===== config.mk =====
export PLATFORM = sky130hd
export DESIGN_NAME = rp_top
export DESIGN_NICKNAME = d
export VERILOG_FILES = /design/src/verilog/rp_bus_pkg.sv /design/src/verilog/rp_sample_pkg.sv /design/src/verilog/sys_bus_if.sv /design/src/verilog/sys_bus_decoder.sv /design/src/verilog/sys_regs.sv /design/src/verilog/pdm_regs.sv /design/src/verilog/pdm_modulator.sv /design/src/verilog/adc_frontend.sv /design/src/verilog/dac_backend.sv /design/src/verilog/rp_top.sv
export VERILOG_INCLUDE_DIRS = /design/src /design/src/verilog
export SDC_FILE = /design/constraint.sdc
export NUM_CORES = 1
export LEC_CHECK = 0
export BUFFER_PORTS_ARGS = -buffer_cell sky130_fd_sc_hd__buf_2
export CORE_MARGIN = 3
export CORE_UTILIZATION = 45
export DETAILED_ROUTE_END_ITERATION = 10
export SLEW_MARGIN = 10
export SYNTH_ARGS = -nofsm -noshare
export SYNTH_HDL_FRONTEND = slang
export SYNTH_SLANG_ARGS = --single-unit

===== constraint.sdc =====
create_clock -name adc_clk -period 10.5 [get_ports adc_clk]
set_clock_uncertainty 0.15 [all_clocks]
set_input_delay 1.575 -clock adc_clk [delete_from_list [all_inputs] [get_ports adc_clk]]
set_output_delay 1.575 -clock adc_clk [all_outputs]
set_load 0.02 [all_outputs]

===== src/verilog/rp_cfg.svh =====
/*
  Front end configuration: widths, channel counts,
  bus address map and identification value
*/
`ifndef RP_CFG_SVH
`define RP_CFG_SVH

// Sample widths and channel counts
`define RP_ADC_DW   16
`define RP_DAC_DW   14
`define RP_CHN      2
`define RP_PDM_CHN  4
`define RP_PDM_DW   8
`define RP_PDM_RNG  255

// System bus geometry
`define RP_BUS_AW   8
`define RP_BUS_DW   32

// Identification word, reads as "RPIT"
`define RP_ID       32'h52504954

// Region 0 word addresses
`define RP_REG_ID   8'd0
`define RP_REG_CTL  8'd1
`define RP_REG_DAC0 8'd2
`define RP_REG_DAC1 8'd3
`define RP_REG_ADC0 8'd4
`define RP_REG_ADC1 8'd5

// Region 1 word address
`define RP_REG_PDM  8'd0

`endif


===== src/verilog/rp_bus_pkg.sv =====
/*
  System bus types: address, data and region select
*/
`default_nettype none

`include "rp_cfg.svh"

package rp_bus_pkg;

  // Bus address and data words
  typedef logic [`RP_BUS_AW-1:0] bus_addr_t;
  typedef logic [`RP_BUS_DW-1:0] bus_data_t;

  // Region picked by top address bit
  typedef enum logic {
    REGION_SYS = 1'b0,
    REGION_PDM = 1'b1
  } region_t;

endpackage : rp_bus_pkg

`default_nettype wire


===== src/verilog/rp_sample_pkg.sv =====
/*
  Sample types for ADC, DAC and PDM paths,
  plus the PDM configuration word
*/
`default_nettype none

`include "rp_cfg.svh"

package rp_sample_pkg;

  // Converted samples, two's complement
  typedef logic signed [`RP_ADC_DW-1:0] adc_sample_t;
  typedef logic signed [`RP_DAC_DW-1:0] dac_sample_t;

  // PDM duty level, 0 to full scale
  typedef logic [`RP_PDM_DW-1:0] pdm_level_t;

  // Same word seen by the bus or per channel
  // Channel 0 in the low byte
  typedef union packed {
    rp_bus_pkg::bus_data_t               raw;
    pdm_level_t [`RP_PDM_CHN-1:0]        lvl;
  } pdm_word_u;

endpackage : rp_sample_pkg

`default_nettype wire


===== src/verilog/sys_bus_if.sv =====
/*
  One system bus region: strobes and write data from the decoder,
  read data and ack from the register block
*/
`default_nettype none

interface sys_bus_if;

  // Request side
  rp_bus_pkg::bus_addr_t addr;
  rp_bus_pkg::bus_data_t wdata;
  logic                  wen;
  logic                  ren;

  // Response side
  rp_bus_pkg::bus_data_t rdata;
  logic                  ack;

  // Decoder end
  modport master (output addr, wdata, wen, ren, input rdata, ack);

  // Register block end
  modport slave (input addr, wdata, wen, ren, output rdata, ack);

endinterface : sys_bus_if

`default_nettype wire


===== src/verilog/sys_bus_decoder.sv =====
/*
  Bus decoder: steers strobes to one of two regions by the top
  address bit and returns that region's read data and ack
*/
`default_nettype none

`include "rp_cfg.svh"

module sys_bus_decoder (
  input  logic                  adc_clk_i,
  input  logic                  top_rst_i,
  input  rp_bus_pkg::bus_addr_t bus_addr_i,
  input  rp_bus_pkg::bus_data_t bus_wdata_i,
  input  logic                  bus_wen_i,
  input  logic                  bus_ren_i,
  output rp_bus_pkg::bus_data_t bus_rdata_o,
  output logic                  bus_ack_o,
  sys_bus_if.master             sys_bus_o,
  sys_bus_if.master             pdm_bus_o
);

  rp_bus_pkg::region_t sel;
  rp_bus_pkg::region_t pend;

  // Region from top bit
  assign sel = rp_bus_pkg::region_t'(bus_addr_i[`RP_BUS_AW-1]);

  // Region address drops the select bit
  assign sys_bus_o.addr  = {1'b0, bus_addr_i[`RP_BUS_AW-2:0]};
  assign pdm_bus_o.addr  = {1'b0, bus_addr_i[`RP_BUS_AW-2:0]};
  assign sys_bus_o.wdata = bus_wdata_i;
  assign pdm_bus_o.wdata = bus_wdata_i;

  // Strobes reach the selected region only
  assign sys_bus_o.wen = bus_wen_i & (sel == rp_bus_pkg::REGION_SYS);
  assign sys_bus_o.ren = bus_ren_i & (sel == rp_bus_pkg::REGION_SYS);
  assign pdm_bus_o.wen = bus_wen_i & (sel == rp_bus_pkg::REGION_PDM);
  assign pdm_bus_o.ren = bus_ren_i & (sel == rp_bus_pkg::REGION_PDM);

  // Remember who owes the answer
  always_ff @(posedge adc_clk_i, posedge top_rst_i) begin
    if (top_rst_i) begin
      pend <= rp_bus_pkg::REGION_SYS;
    end else if (bus_wen_i || bus_ren_i) begin
      pend <= sel;
    end
  end

  // Response mux
  assign bus_rdata_o = (pend == rp_bus_pkg::REGION_PDM) ? pdm_bus_o.rdata : sys_bus_o.rdata;
  assign bus_ack_o   = sys_bus_o.ack | pdm_bus_o.ack;

  // Only one region may answer at a time
  a_one_ack : assert property (@(posedge adc_clk_i) disable iff (top_rst_i)
    !(sys_bus_o.ack && pdm_bus_o.ack));

endmodule : sys_bus_decoder

`default_nettype wire


===== src/verilog/sys_regs.sv =====
/*
  Region 0 registers: ID, control, DAC levels and ADC readback
*/
`default_nettype none

`include "rp_cfg.svh"

module sys_regs (
  input  logic                                     adc_clk_i,
  input  logic                                     top_rst_i,
  sys_bus_if.slave                                 bus_i,
  input  rp_sample_pkg::adc_sample_t [`RP_CHN-1:0] adc_smp_i,
  output logic                                     loop_en_o,
  output rp_sample_pkg::dac_sample_t [`RP_CHN-1:0] dac_lvl_o
);

  rp_bus_pkg::bus_data_t [`RP_CHN-1:0] adc_ext;
  rp_bus_pkg::bus_data_t [`RP_CHN-1:0] dac_ext;

  // Sign extension to bus width
  always_comb begin
    for (int i = 0; i < `RP_CHN; i++) begin
      adc_ext[i] = {{(`RP_BUS_DW-`RP_ADC_DW){adc_smp_i[i][`RP_ADC_DW-1]}}, adc_smp_i[i]};
      dac_ext[i] = {{(`RP_BUS_DW-`RP_DAC_DW){dac_lvl_o[i][`RP_DAC_DW-1]}}, dac_lvl_o[i]};
    end
  end

  ////////////////////////////////////////
  // Writes
  ////////////////////////////////////////

  // ID and ADC words are read only
  always_ff @(posedge adc_clk_i, posedge top_rst_i) begin
    if (top_rst_i) begin
      loop_en_o <= 1'b0;
      dac_lvl_o <= '0;
    end else if (bus_i.wen) begin
      case (bus_i.addr)
        `RP_REG_CTL:  loop_en_o    <= bus_i.wdata[0];
        `RP_REG_DAC0: dac_lvl_o[0] <= bus_i.wdata[`RP_DAC_DW-1:0];
        `RP_REG_DAC1: dac_lvl_o[1] <= bus_i.wdata[`RP_DAC_DW-1:0];
        default: ;
      endcase
    end
  end

  ////////////////////////////////////////
  // Reads and ack
  ////////////////////////////////////////

  // Ack one cycle after any strobe
  always_ff @(posedge adc_clk_i, posedge top_rst_i) begin
    if (top_rst_i) begin
      bus_i.ack <= 1'b0;
    end else begin
      bus_i.ack <= bus_i.wen | bus_i.ren;
    end
  end

  // Unmapped words read as zero
  always_ff @(posedge adc_clk_i) begin
    case (bus_i.addr)
      `RP_REG_ID:   bus_i.rdata <= `RP_ID;
      `RP_REG_CTL:  bus_i.rdata <= {{(`RP_BUS_DW-1){1'b0}}, loop_en_o};
      `RP_REG_DAC0: bus_i.rdata <= dac_ext[0];
      `RP_REG_DAC1: bus_i.rdata <= dac_ext[1];
      `RP_REG_ADC0: bus_i.rdata <= adc_ext[0];
      `RP_REG_ADC1: bus_i.rdata <= adc_ext[1];
      default:      bus_i.rdata <= '0;
    endcase
  end

  // Master never issues read and write together
  a_no_rw : assert property (@(posedge adc_clk_i) disable iff (top_rst_i)
    !(bus_i.wen && bus_i.ren));

endmodule : sys_regs

`default_nettype wire


===== src/verilog/pdm_regs.sv =====
/*
  Region 1 register: four PDM levels packed in one bus word
*/
`default_nettype none

`include "rp_cfg.svh"

module pdm_regs (
  input  logic                     adc_clk_i,
  input  logic                     top_rst_i,
  sys_bus_if.slave                 bus_i,
  output rp_sample_pkg::pdm_word_u pdm_cfg_o
);

  // Levels and ack
  always_ff @(posedge adc_clk_i, posedge top_rst_i) begin
    if (top_rst_i) begin
      pdm_cfg_o <= '0;
      bus_i.ack <= 1'b0;
    end else begin
      bus_i.ack <= bus_i.wen | bus_i.ren;
      if (bus_i.wen && (bus_i.addr == `RP_REG_PDM)) begin
        pdm_cfg_o.raw <= bus_i.wdata;
      end
    end
  end

  // Readback through raw view, rest of region reads zero
  always_ff @(posedge adc_clk_i) begin
    bus_i.rdata <= (bus_i.addr == `RP_REG_PDM) ? pdm_cfg_o.raw : '0;
  end

endmodule : pdm_regs

`default_nettype wire


===== src/verilog/pdm_modulator.sv =====
/*
  Four channel first order pulse density modulator
*/
`default_nettype none

`include "rp_cfg.svh"

module pdm_modulator (
  input  logic                     adc_clk_i,
  input  logic                     top_rst_i,
  input  rp_sample_pkg::pdm_word_u pdm_cfg_i,
  output logic [`RP_PDM_CHN-1:0]   pdm_o
);

  localparam logic [`RP_PDM_DW:0] RNG = `RP_PDM_RNG;

  // Accumulator stays below full scale
  rp_sample_pkg::pdm_level_t [`RP_PDM_CHN-1:0] acc;
  rp_sample_pkg::pdm_level_t [`RP_PDM_CHN-1:0] acc_nxt;
  logic [`RP_PDM_CHN-1:0][`RP_PDM_DW:0]        acc_sum;
  logic [`RP_PDM_CHN-1:0]                      hit;

  // Add level, wrap at full scale
  always_comb begin
    for (int i = 0; i < `RP_PDM_CHN; i++) begin
      acc_sum[i] = {1'b0, acc[i]} + {1'b0, pdm_cfg_i.lvl[i]};
      hit[i]     = (acc_sum[i] >= RNG);
      acc_nxt[i] = hit[i] ? `RP_PDM_DW'(acc_sum[i] - RNG) : acc_sum[i][`RP_PDM_DW-1:0];
    end
  end

  always_ff @(posedge adc_clk_i, posedge top_rst_i) begin
    if (top_rst_i) begin
      acc   <= '0;
      pdm_o <= '0;
    end else begin
      acc   <= acc_nxt;
      pdm_o <= hit;
    end
  end

endmodule : pdm_modulator

`default_nettype wire


===== src/verilog/adc_frontend.sv =====
/*
  ADC capture: input register and conversion from
  negative slope offset code to two's complement
*/
`default_nettype none

`include "rp_cfg.svh"

module adc_frontend (
  input  logic                                     adc_clk_i,
  input  logic                                     top_rst_i,
  input  logic [`RP_CHN-1:0][`RP_ADC_DW-1:0]       adc_dat_i,
  output rp_sample_pkg::adc_sample_t [`RP_CHN-1:0] adc_smp_o
);

  // Keep sign bit, invert the magnitude bits
  always_ff @(posedge adc_clk_i, posedge top_rst_i) begin
    if (top_rst_i) begin
      adc_smp_o <= '0;
    end else begin
      for (int i = 0; i < `RP_CHN; i++) begin
        adc_smp_o[i] <= {adc_dat_i[i][`RP_ADC_DW-1], ~adc_dat_i[i][`RP_ADC_DW-2:0]};
      end
    end
  end

endmodule : adc_frontend

`default_nettype wire


===== src/verilog/dac_backend.sv =====
/*
  DAC output: per channel source select and code conversion,
  channel interleave on one bus and DAC reset
*/
`default_nettype none

`include "rp_cfg.svh"

module dac_backend (
  input  logic                                     adc_clk_i,
  input  logic                                     top_rst_i,
  input  logic                                     loop_en_i,
  input  rp_sample_pkg::dac_sample_t [`RP_CHN-1:0] dac_lvl_i,
  input  rp_sample_pkg::adc_sample_t [`RP_CHN-1:0] adc_smp_i,
  output logic [`RP_DAC_DW-1:0]                    dac_dat_o,
  output logic                                     dac_sel_o,
  output logic                                     dac_rst_o
);

  // Code for a zero sample
  localparam logic [`RP_DAC_DW-1:0] DAC_MID = {1'b0, {(`RP_DAC_DW-1){1'b1}}};

  rp_sample_pkg::dac_sample_t [`RP_CHN-1:0] src;
  logic [`RP_CHN-1:0][`RP_DAC_DW-1:0]       dac_raw;
  logic                                     rst_d;

  // Loopback takes the top ADC bits
  always_comb begin
    for (int i = 0; i < `RP_CHN; i++) begin
      src[i] = loop_en_i ? adc_smp_i[i][`RP_ADC_DW-1 -: `RP_DAC_DW] : dac_lvl_i[i];
    end
  end

  ////////////////////////////////////////
  // Channel registers and interleave
  ////////////////////////////////////////

  always_ff @(posedge adc_clk_i, posedge top_rst_i) begin
    if (top_rst_i) begin
      dac_raw   <= {`RP_CHN{DAC_MID}};
      dac_dat_o <= DAC_MID;
      dac_sel_o <= 1'b0;
    end else begin
      // Sign kept, rest inverted for the negative slope DAC
      for (int i = 0; i < `RP_CHN; i++) begin
        dac_raw[i] <= {src[i][`RP_DAC_DW-1], ~src[i][`RP_DAC_DW-2:0]};
      end
      // Next select low means channel 0
      dac_sel_o <= ~dac_sel_o;
      dac_dat_o <= dac_sel_o ? dac_raw[0] : dac_raw[1];
    end
  end

  // Reset held one full cycle past release
  always_ff @(posedge adc_clk_i, posedge top_rst_i) begin
    if (top_rst_i) begin
      rst_d     <= 1'b1;
      dac_rst_o <= 1'b1;
    end else begin
      rst_d     <= 1'b0;
      dac_rst_o <= rst_d;
    end
  end

  // Select flips on every running cycle
  a_sel_toggle : assert property (@(posedge adc_clk_i) disable iff (top_rst_i || dac_rst_o)
    dac_sel_o != $past(dac_sel_o));

endmodule : dac_backend

`default_nettype wire


===== src/verilog/rp_top.sv =====
/*
  Analog front end top: ADC capture, interleaved DAC output,
  PDM outputs and register access over the system bus
*/
`default_nettype none

`include "rp_cfg.svh"

module rp_top (
  input  logic                                adc_clk,
  input  logic                                top_rst,
  // ADC pins
  input  logic [`RP_CHN-1:0][`RP_ADC_DW-1:0]  adc_dat_i,
  // DAC pins
  output logic [`RP_DAC_DW-1:0]               dac_dat_o,
  output logic                                dac_sel_o,
  output logic                                dac_rst_o,
  // PDM pins
  output logic [`RP_PDM_CHN-1:0]              dac_pwm_o,
  // System bus
  input  logic [`RP_BUS_AW-1:0]               bus_addr_i,
  input  logic [`RP_BUS_DW-1:0]               bus_wdata_i,
  input  logic                                bus_wen_i,
  input  logic                                bus_ren_i,
  output logic [`RP_BUS_DW-1:0]               bus_rdata_o,
  output logic                                bus_ack_o
);

  ////////////////////////////////////////
  // Internal connections
  ////////////////////////////////////////

  rp_sample_pkg::adc_sample_t [`RP_CHN-1:0] adc_smp;
  rp_sample_pkg::dac_sample_t [`RP_CHN-1:0] dac_lvl;
  rp_sample_pkg::pdm_word_u                 pdm_cfg;
  logic                                     loop_en;

  // One bus per register region
  sys_bus_if sys_bus ();
  sys_bus_if pdm_bus ();

  ////////////////////////////////////////
  // Bus decoding and registers
  ////////////////////////////////////////

  sys_bus_decoder u_decoder (
    .adc_clk_i   (adc_clk),
    .top_rst_i   (top_rst),
    .bus_addr_i  (bus_addr_i),
    .bus_wdata_i (bus_wdata_i),
    .bus_wen_i   (bus_wen_i),
    .bus_ren_i   (bus_ren_i),
    .bus_rdata_o (bus_rdata_o),
    .bus_ack_o   (bus_ack_o),
    .sys_bus_o   (sys_bus),
    .pdm_bus_o   (pdm_bus)
  );

  sys_regs u_sys_regs (
    .adc_clk_i (adc_clk),
    .top_rst_i (top_rst),
    .bus_i     (sys_bus),
    .adc_smp_i (adc_smp),
    .loop_en_o (loop_en),
    .dac_lvl_o (dac_lvl)
  );

  pdm_regs u_pdm_regs (
    .adc_clk_i (adc_clk),
    .top_rst_i (top_rst),
    .bus_i     (pdm_bus),
    .pdm_cfg_o (pdm_cfg)
  );

  ////////////////////////////////////////
  // Analog paths
  ////////////////////////////////////////

  pdm_modulator u_pdm (
    .adc_clk_i (adc_clk),
    .top_rst_i (top_rst),
    .pdm_cfg_i (pdm_cfg),
    .pdm_o     (dac_pwm_o)
  );

  adc_frontend u_adc (
    .adc_clk_i (adc_clk),
    .top_rst_i (top_rst),
    .adc_dat_i (adc_dat_i),
    .adc_smp_o (adc_smp)
  );

  dac_backend u_dac (
    .adc_clk_i (adc_clk),
    .top_rst_i (top_rst),
    .loop_en_i (loop_en),
    .dac_lvl_i (dac_lvl),
    .adc_smp_i (adc_smp),
    .dac_dat_o (dac_dat_o),
    .dac_sel_o (dac_sel_o),
    .dac_rst_o (dac_rst_o)
  );

endmodule : rp_top

`default_nettype wire


==> impl_table.tex <==
\begin{tabular}{lr}
\hline
Metric & Value \\
\hline
\multicolumn{2}{l}{\textbf{Setup path}} \\
\quad Worst Path Max Fanout & 19 \\
\quad Source of the critical timing path & u\_decoder.pend \\
\quad CP max stage cell & sky130\_fd\_sc\_hd\_\_dfrtp\_1 \\
\quad Largest incremental delay on the critical path & between 900 and 1000 ps \\
\quad Number of buffer and inverter stages on the critical path & 2 \\
\quad Crit-path leading delay family & flip-flops \\
\quad Critical path, cell by cell & buf\_4, nand2b\_1, nand2\_1, buf\_2 \\
\quad Critical path capture point type & output port \\
\quad Worst endpoint data arrival time & 2690 ps \\
\quad Reg-to-reg critical path startpoint & u\_pdm\_regs.pdm\_cfg\_o[8] \\
\quad Kind of start point of the critical path & flop \\
\quad Type of the setup path with the least slack & reg2out \\
\quad Worst Path Required & between 8000 and 9000 ps \\
\multicolumn{2}{l}{\textbf{Place}} \\
\quad Final weighted congestion of routability-driven global placement & 0.8507 \\
\quad Input/output buffers & 128 \\
\quad HPWL reported at the end of detailed placement & roughly 17000 µm \\
\quad Total instance count after detailed placement & 1256 \\
\multicolumn{2}{l}{\textbf{Clock network}} \\
\quad Number of clock sinks & 226 \\
\quad CTS Buffer Depth & 3 \\
\quad Clock tree from TritonCTS & yes \\
\quad Number of buffers inserted by post-CTS setup repair & 0 \\
\quad Number of buffers created by CTS & 25 \\
\quad H-tree levels & 1 \\
\quad Number of buffers inserted for hold repair after clock tree synthesis & 0 \\
\quad Clock latency on the worst-skew pair & about 520 ps \\
\quad Root Buffer Master & sky130\_fd\_sc\_hd\_\_clkbuf\_16 \\
\quad Clock transition at path regs & 60 ps \\
\quad Cts repair resizes & 0 \\
\multicolumn{2}{l}{\textbf{Finish}} \\
\quad Area taken by flip-flops and latches & 0.005461 mm² \\
\quad Share of final-layout standard cells stronger than drive strength 1 & 0.3386 \\
\quad Number of nets at the end of the flow & between 1000 and 1500 \\
\quad Final design utilization & 0.5502 \\
\quad Highest-count cells in the layout ignoring fill and taps & 136 x sky130\_fd\_sc\_hd\_\_dfrtp\_1, 128 x sky130\_fd\_sc\_hd\_\_buf\_2, 86 x sky130\_fd\_sc\_hd\_\_mux2\_2 \\
\quad Most common cell after layout, fill and taps aside & sky130\_fd\_sc\_hd\_\_dfrtp\_1 \\
\quad Multi-input combinational cell area & 0.004604 mm² \\
\quad Final-layout fill cell count & 1955 \\
\quad Final instance count without filler cells & 1304 \\
\quad Syn-to-layout area delta & 17.67\% \\
\multicolumn{2}{l}{\textbf{Synth}} \\
\quad Gate count of the mapped netlist & 875 \\
\quad Number of library cell types mapped by synthesis & 92 \\
\quad Mean area per synthesized cell & 11.88 µm² \\
\quad Synth area leaders & sky130\_fd\_sc\_hd\_\_dfrtp\_1 33\%, sky130\_fd\_sc\_hd\_\_dfstp\_2 10\%, sky130\_fd\_sc\_hd\_\_dfxtp\_1 9.4\% \\
\quad Sequential share of the synthesized area & 0.5255 \\
\quad Synthesized Nets & 991 \\
\quad Number of enable-type register cells in the synthesized netlist & 0 \\
\quad Library cell with the largest summed area after synthesis & sky130\_fd\_sc\_hd\_\_dfrtp\_1 \\
\quad Seq cells post-synth & 226 \\
\quad Proportion of netlist area held by the largest area contributor & 0.3274 \\
\quad Flip-flop cell with the highest count after synthesis & sky130\_fd\_sc\_hd\_\_dfrtp\_1 \\
\quad Share of async-settable or async-resettable flops after synthesis & 0.7832 \\
\quad Total number of yosys warnings & 0 \\
\quad Netlist area before placement & 0.01039 mm² \\
\multicolumn{2}{l}{\textbf{Floorplanning}} \\
\quad Placeable Area & approximately 0.022 mm² \\
\quad Initial standard-cell utilization of the core & 0.4676 \\
\quad Number of placed I/O pins & approximately 130 \\
\quad Number of standard-cell rows in the floorplan & 54 \\
\quad Area of the die & between 0.02 and 0.025 mm² \\
\quad Chip Width & roughly 160 µm \\
\quad Height of the chip & 158.0 µm \\
\multicolumn{2}{l}{\textbf{Timing}} \\
\quad Final min period & 4414 ps \\
\quad Final worst-path cycle share & 0.4203 \\
\quad Slew HR & 0.2884 \\
\quad Total count of hold-check failures in the final report & 0 \\
\quad RSZ-0062 raised after global routing & no \\
\quad Number of failing setup endpoints in the final timing report & 0 \\
\quad Fmax achieved & roughly 230 MHz \\
\quad Slew @ Worst Pin & roughly 1100 ps \\
\quad Number of pins exceeding their max-slew limit in the final report & 0 \\
\quad Sum of negative setup slack & 0 ps \\
\multicolumn{2}{l}{\textbf{Route}} \\
\quad Detail Route Antenna Nets & 0 \\
\quad Total number of vias & between 7000 and 8000 \\
\quad Count of routing violations after the opening detailed-route iteration & roughly 400 \\
\quad Residual DRC count & 0 \\
\quad Wirelength per Cell & 18.59 µm \\
\quad Vias per Instance & 5.452 \\
\quad First-pass detailed-route iteration total & 5 \\
\quad Post-detailed-routing wire length & 24250 µm \\
\multicolumn{2}{l}{\textbf{Power and ir drop}} \\
\quad Switching power as a share of total power & 0.3026 \\
\quad Maximum ir drop on the vdd rail & around 0.12 mV \\
\quad P per Cell Area & $\sim$220 mW/mm² \\
\quad Design internal power & 1.904 mW \\
\quad Sequential group share of total power & 0.369 \\
\quad Power share of the combinational group & 0.267 \\
\quad Clk network pwr share & 0.364 \\
\quad Standby leakage power & 5.880 nW \\
\quad Total net switching power & 0.8258 mW \\
\multicolumn{2}{l}{\textbf{Global route}} \\
\quad Number of antenna violations at the first check in global routing & 2 \\
\quad Maximum number of pins on one net before global-route repair & 104 \\
\quad Global-route usage over all layers & 0.1975 \\
\quad Gr ovfl total & 0 \\
\quad Via count of the first global-routing pass & 7155 \\
\quad Wire length of the first global-routing pass & 39160 µm \\
\multicolumn{2}{l}{\textbf{Hold path}} \\
\quad Source of the worst hold timing path & u\_dac.rst\_d \\
\quad Class of the tightest hold or removal check & reg2reg \\
\multicolumn{2}{l}{\textbf{Run}} \\
\quad Number of max-capacitance violations reported & 0 \\
\multicolumn{2}{l}{\textbf{Outcome}} \\
\quad Result of the run & complete, no violations \\
\hline
\end{tabular}
==> registers in the layout, indices dropped and copies added, names as in the netlist, 4 cells and up <==
register / cells
u_dac.dac_raw: 28
u_adc.adc_smp_o: 32
u_pdm.pdm_o: 4
u_sys_regs.dac_lvl_o: 28
u_dac.dac_dat_o: 14
u_pdm_regs.pdm_cfg_o: 32
u_pdm.acc: 32
u_sys_regs.bus_i.rdata: 17
u_pdm_regs.bus_i.rdata: 32
==> kinds of logic after synthesis <==
family / after synthesis / share of synthesized area
AOI/OAI and AO/OA: 137 / 0.1051
xor gates and xnor gates: 24 / 0.02167
adders and majority gates: 40 / 0.05104
buffers and inverters: 76 / 0.03166
DFF: 226 / 0.5255
muxes: 128 / 0.1355
other: 1 / 0.0003608
and+or+nand+nor: 243 / 0.1292
==> metrics by stage <==
step | instance area, µm² | hold slack, ps | total power [mW] | worst slack, ps
global route | 12230 | 214.6 | 2.897 | 5954
CTS | 12230 | 206.4 | 2.754 | 6058
floorplan | 10390 | 195.2 | 1.584 | 4041
global placement | 11270 | 195.5 | 1.735 | 6196
detailed placement | 11270 | 197.3 | 1.744 | 6155
finish | 12230 | 204.6 | 2.729 | 6086
==> power by group through the flow <==
stage | registers [mW] | logic [mW] | clock network, mW
5_1_grt | 1.02 | 0.827 | 1.05
2_1_floorplan | 1.02 | 0.565 | 0
3_5_place_dp | 1.02 | 0.721 | 0
4_1_cts | 1.01 | 0.728 | 1.02
3_3_place_gp | 1.02 | 0.714 | 0
6_report | 1.01 | 0.729 | 0.995
==> Yosys cell counts (5+ instances only) <==
master / n
sky130_fd_sc_hd__a21o_1: 12
sky130_fd_sc_hd__a21oi_1: 28
sky130_fd_sc_hd__a221o_1: 10
sky130_fd_sc_hd__a222oi_1: 7
sky130_fd_sc_hd__and2_1: 6
sky130_fd_sc_hd__and3_1: 37
sky130_fd_sc_hd__buf_1: 5
sky130_fd_sc_hd__buf_2: 8
sky130_fd_sc_hd__clkbuf_1: 15
sky130_fd_sc_hd__dfrtp_1: 136
sky130_fd_sc_hd__dfstp_2: 41
sky130_fd_sc_hd__dfxtp_1: 49
sky130_fd_sc_hd__ha_1: 36
sky130_fd_sc_hd__inv_1: 42
sky130_fd_sc_hd__mux2_1: 9
sky130_fd_sc_hd__mux2_2: 86
sky130_fd_sc_hd__mux2i_1: 31
sky130_fd_sc_hd__nand2_1: 83
sky130_fd_sc_hd__nand2b_1: 10
sky130_fd_sc_hd__nand3_1: 19
sky130_fd_sc_hd__nor2_1: 22
sky130_fd_sc_hd__nor3_1: 13
sky130_fd_sc_hd__nor4_1: 6
sky130_fd_sc_hd__o211ai_1: 9
sky130_fd_sc_hd__o21ai_0: 16
sky130_fd_sc_hd__or3_1: 6
sky130_fd_sc_hd__xnor2_1: 10
sky130_fd_sc_hd__xor2_1: 12
==> routing by layer <==
layer | up-vias | GRT usage | wire (µm)
met4 | 4 | 0.03564 | 331
li1 | 3436 | - | -
met2 | 162 | 0.3143 | 11070
met1 | 3480 | 0.2909 | 11690
met3 | 27 | 0.03116 | 1127
met5 | - | 0 | 27
==> final timing paths <==
kind                                            end  depth (start not counted)  slack (ps)
max in group asynchronous  u_pdm_regs.pdm_cfg_o[13]                          3        7660
min in group asynchronous            u_pdm.pdm_o[1]                          2        1090
min reg2reg                         u_dac.dac_rst_o                          0         200
max                                 bus_rdata_o[27]                          4        6090
max reg2reg                            u_pdm.acc[9]                          8        7450
min                                 u_dac.dac_rst_o                          0         200
==> area by class of cell <==
type                            count  share of cell area
Clock inverter                     14             0.02077
Inverter                           43             0.01361
Timing Repair Buffer              134             0.05606
Clock buffer                       32             0.05749
Sequential cell                   226              0.4465
Antenna cell                        2           0.0004092
Tap cell                          280             0.02864
Multi-Input combinational cell    573              0.3765
No activity file was read; power rests on OpenSTA's default activity.
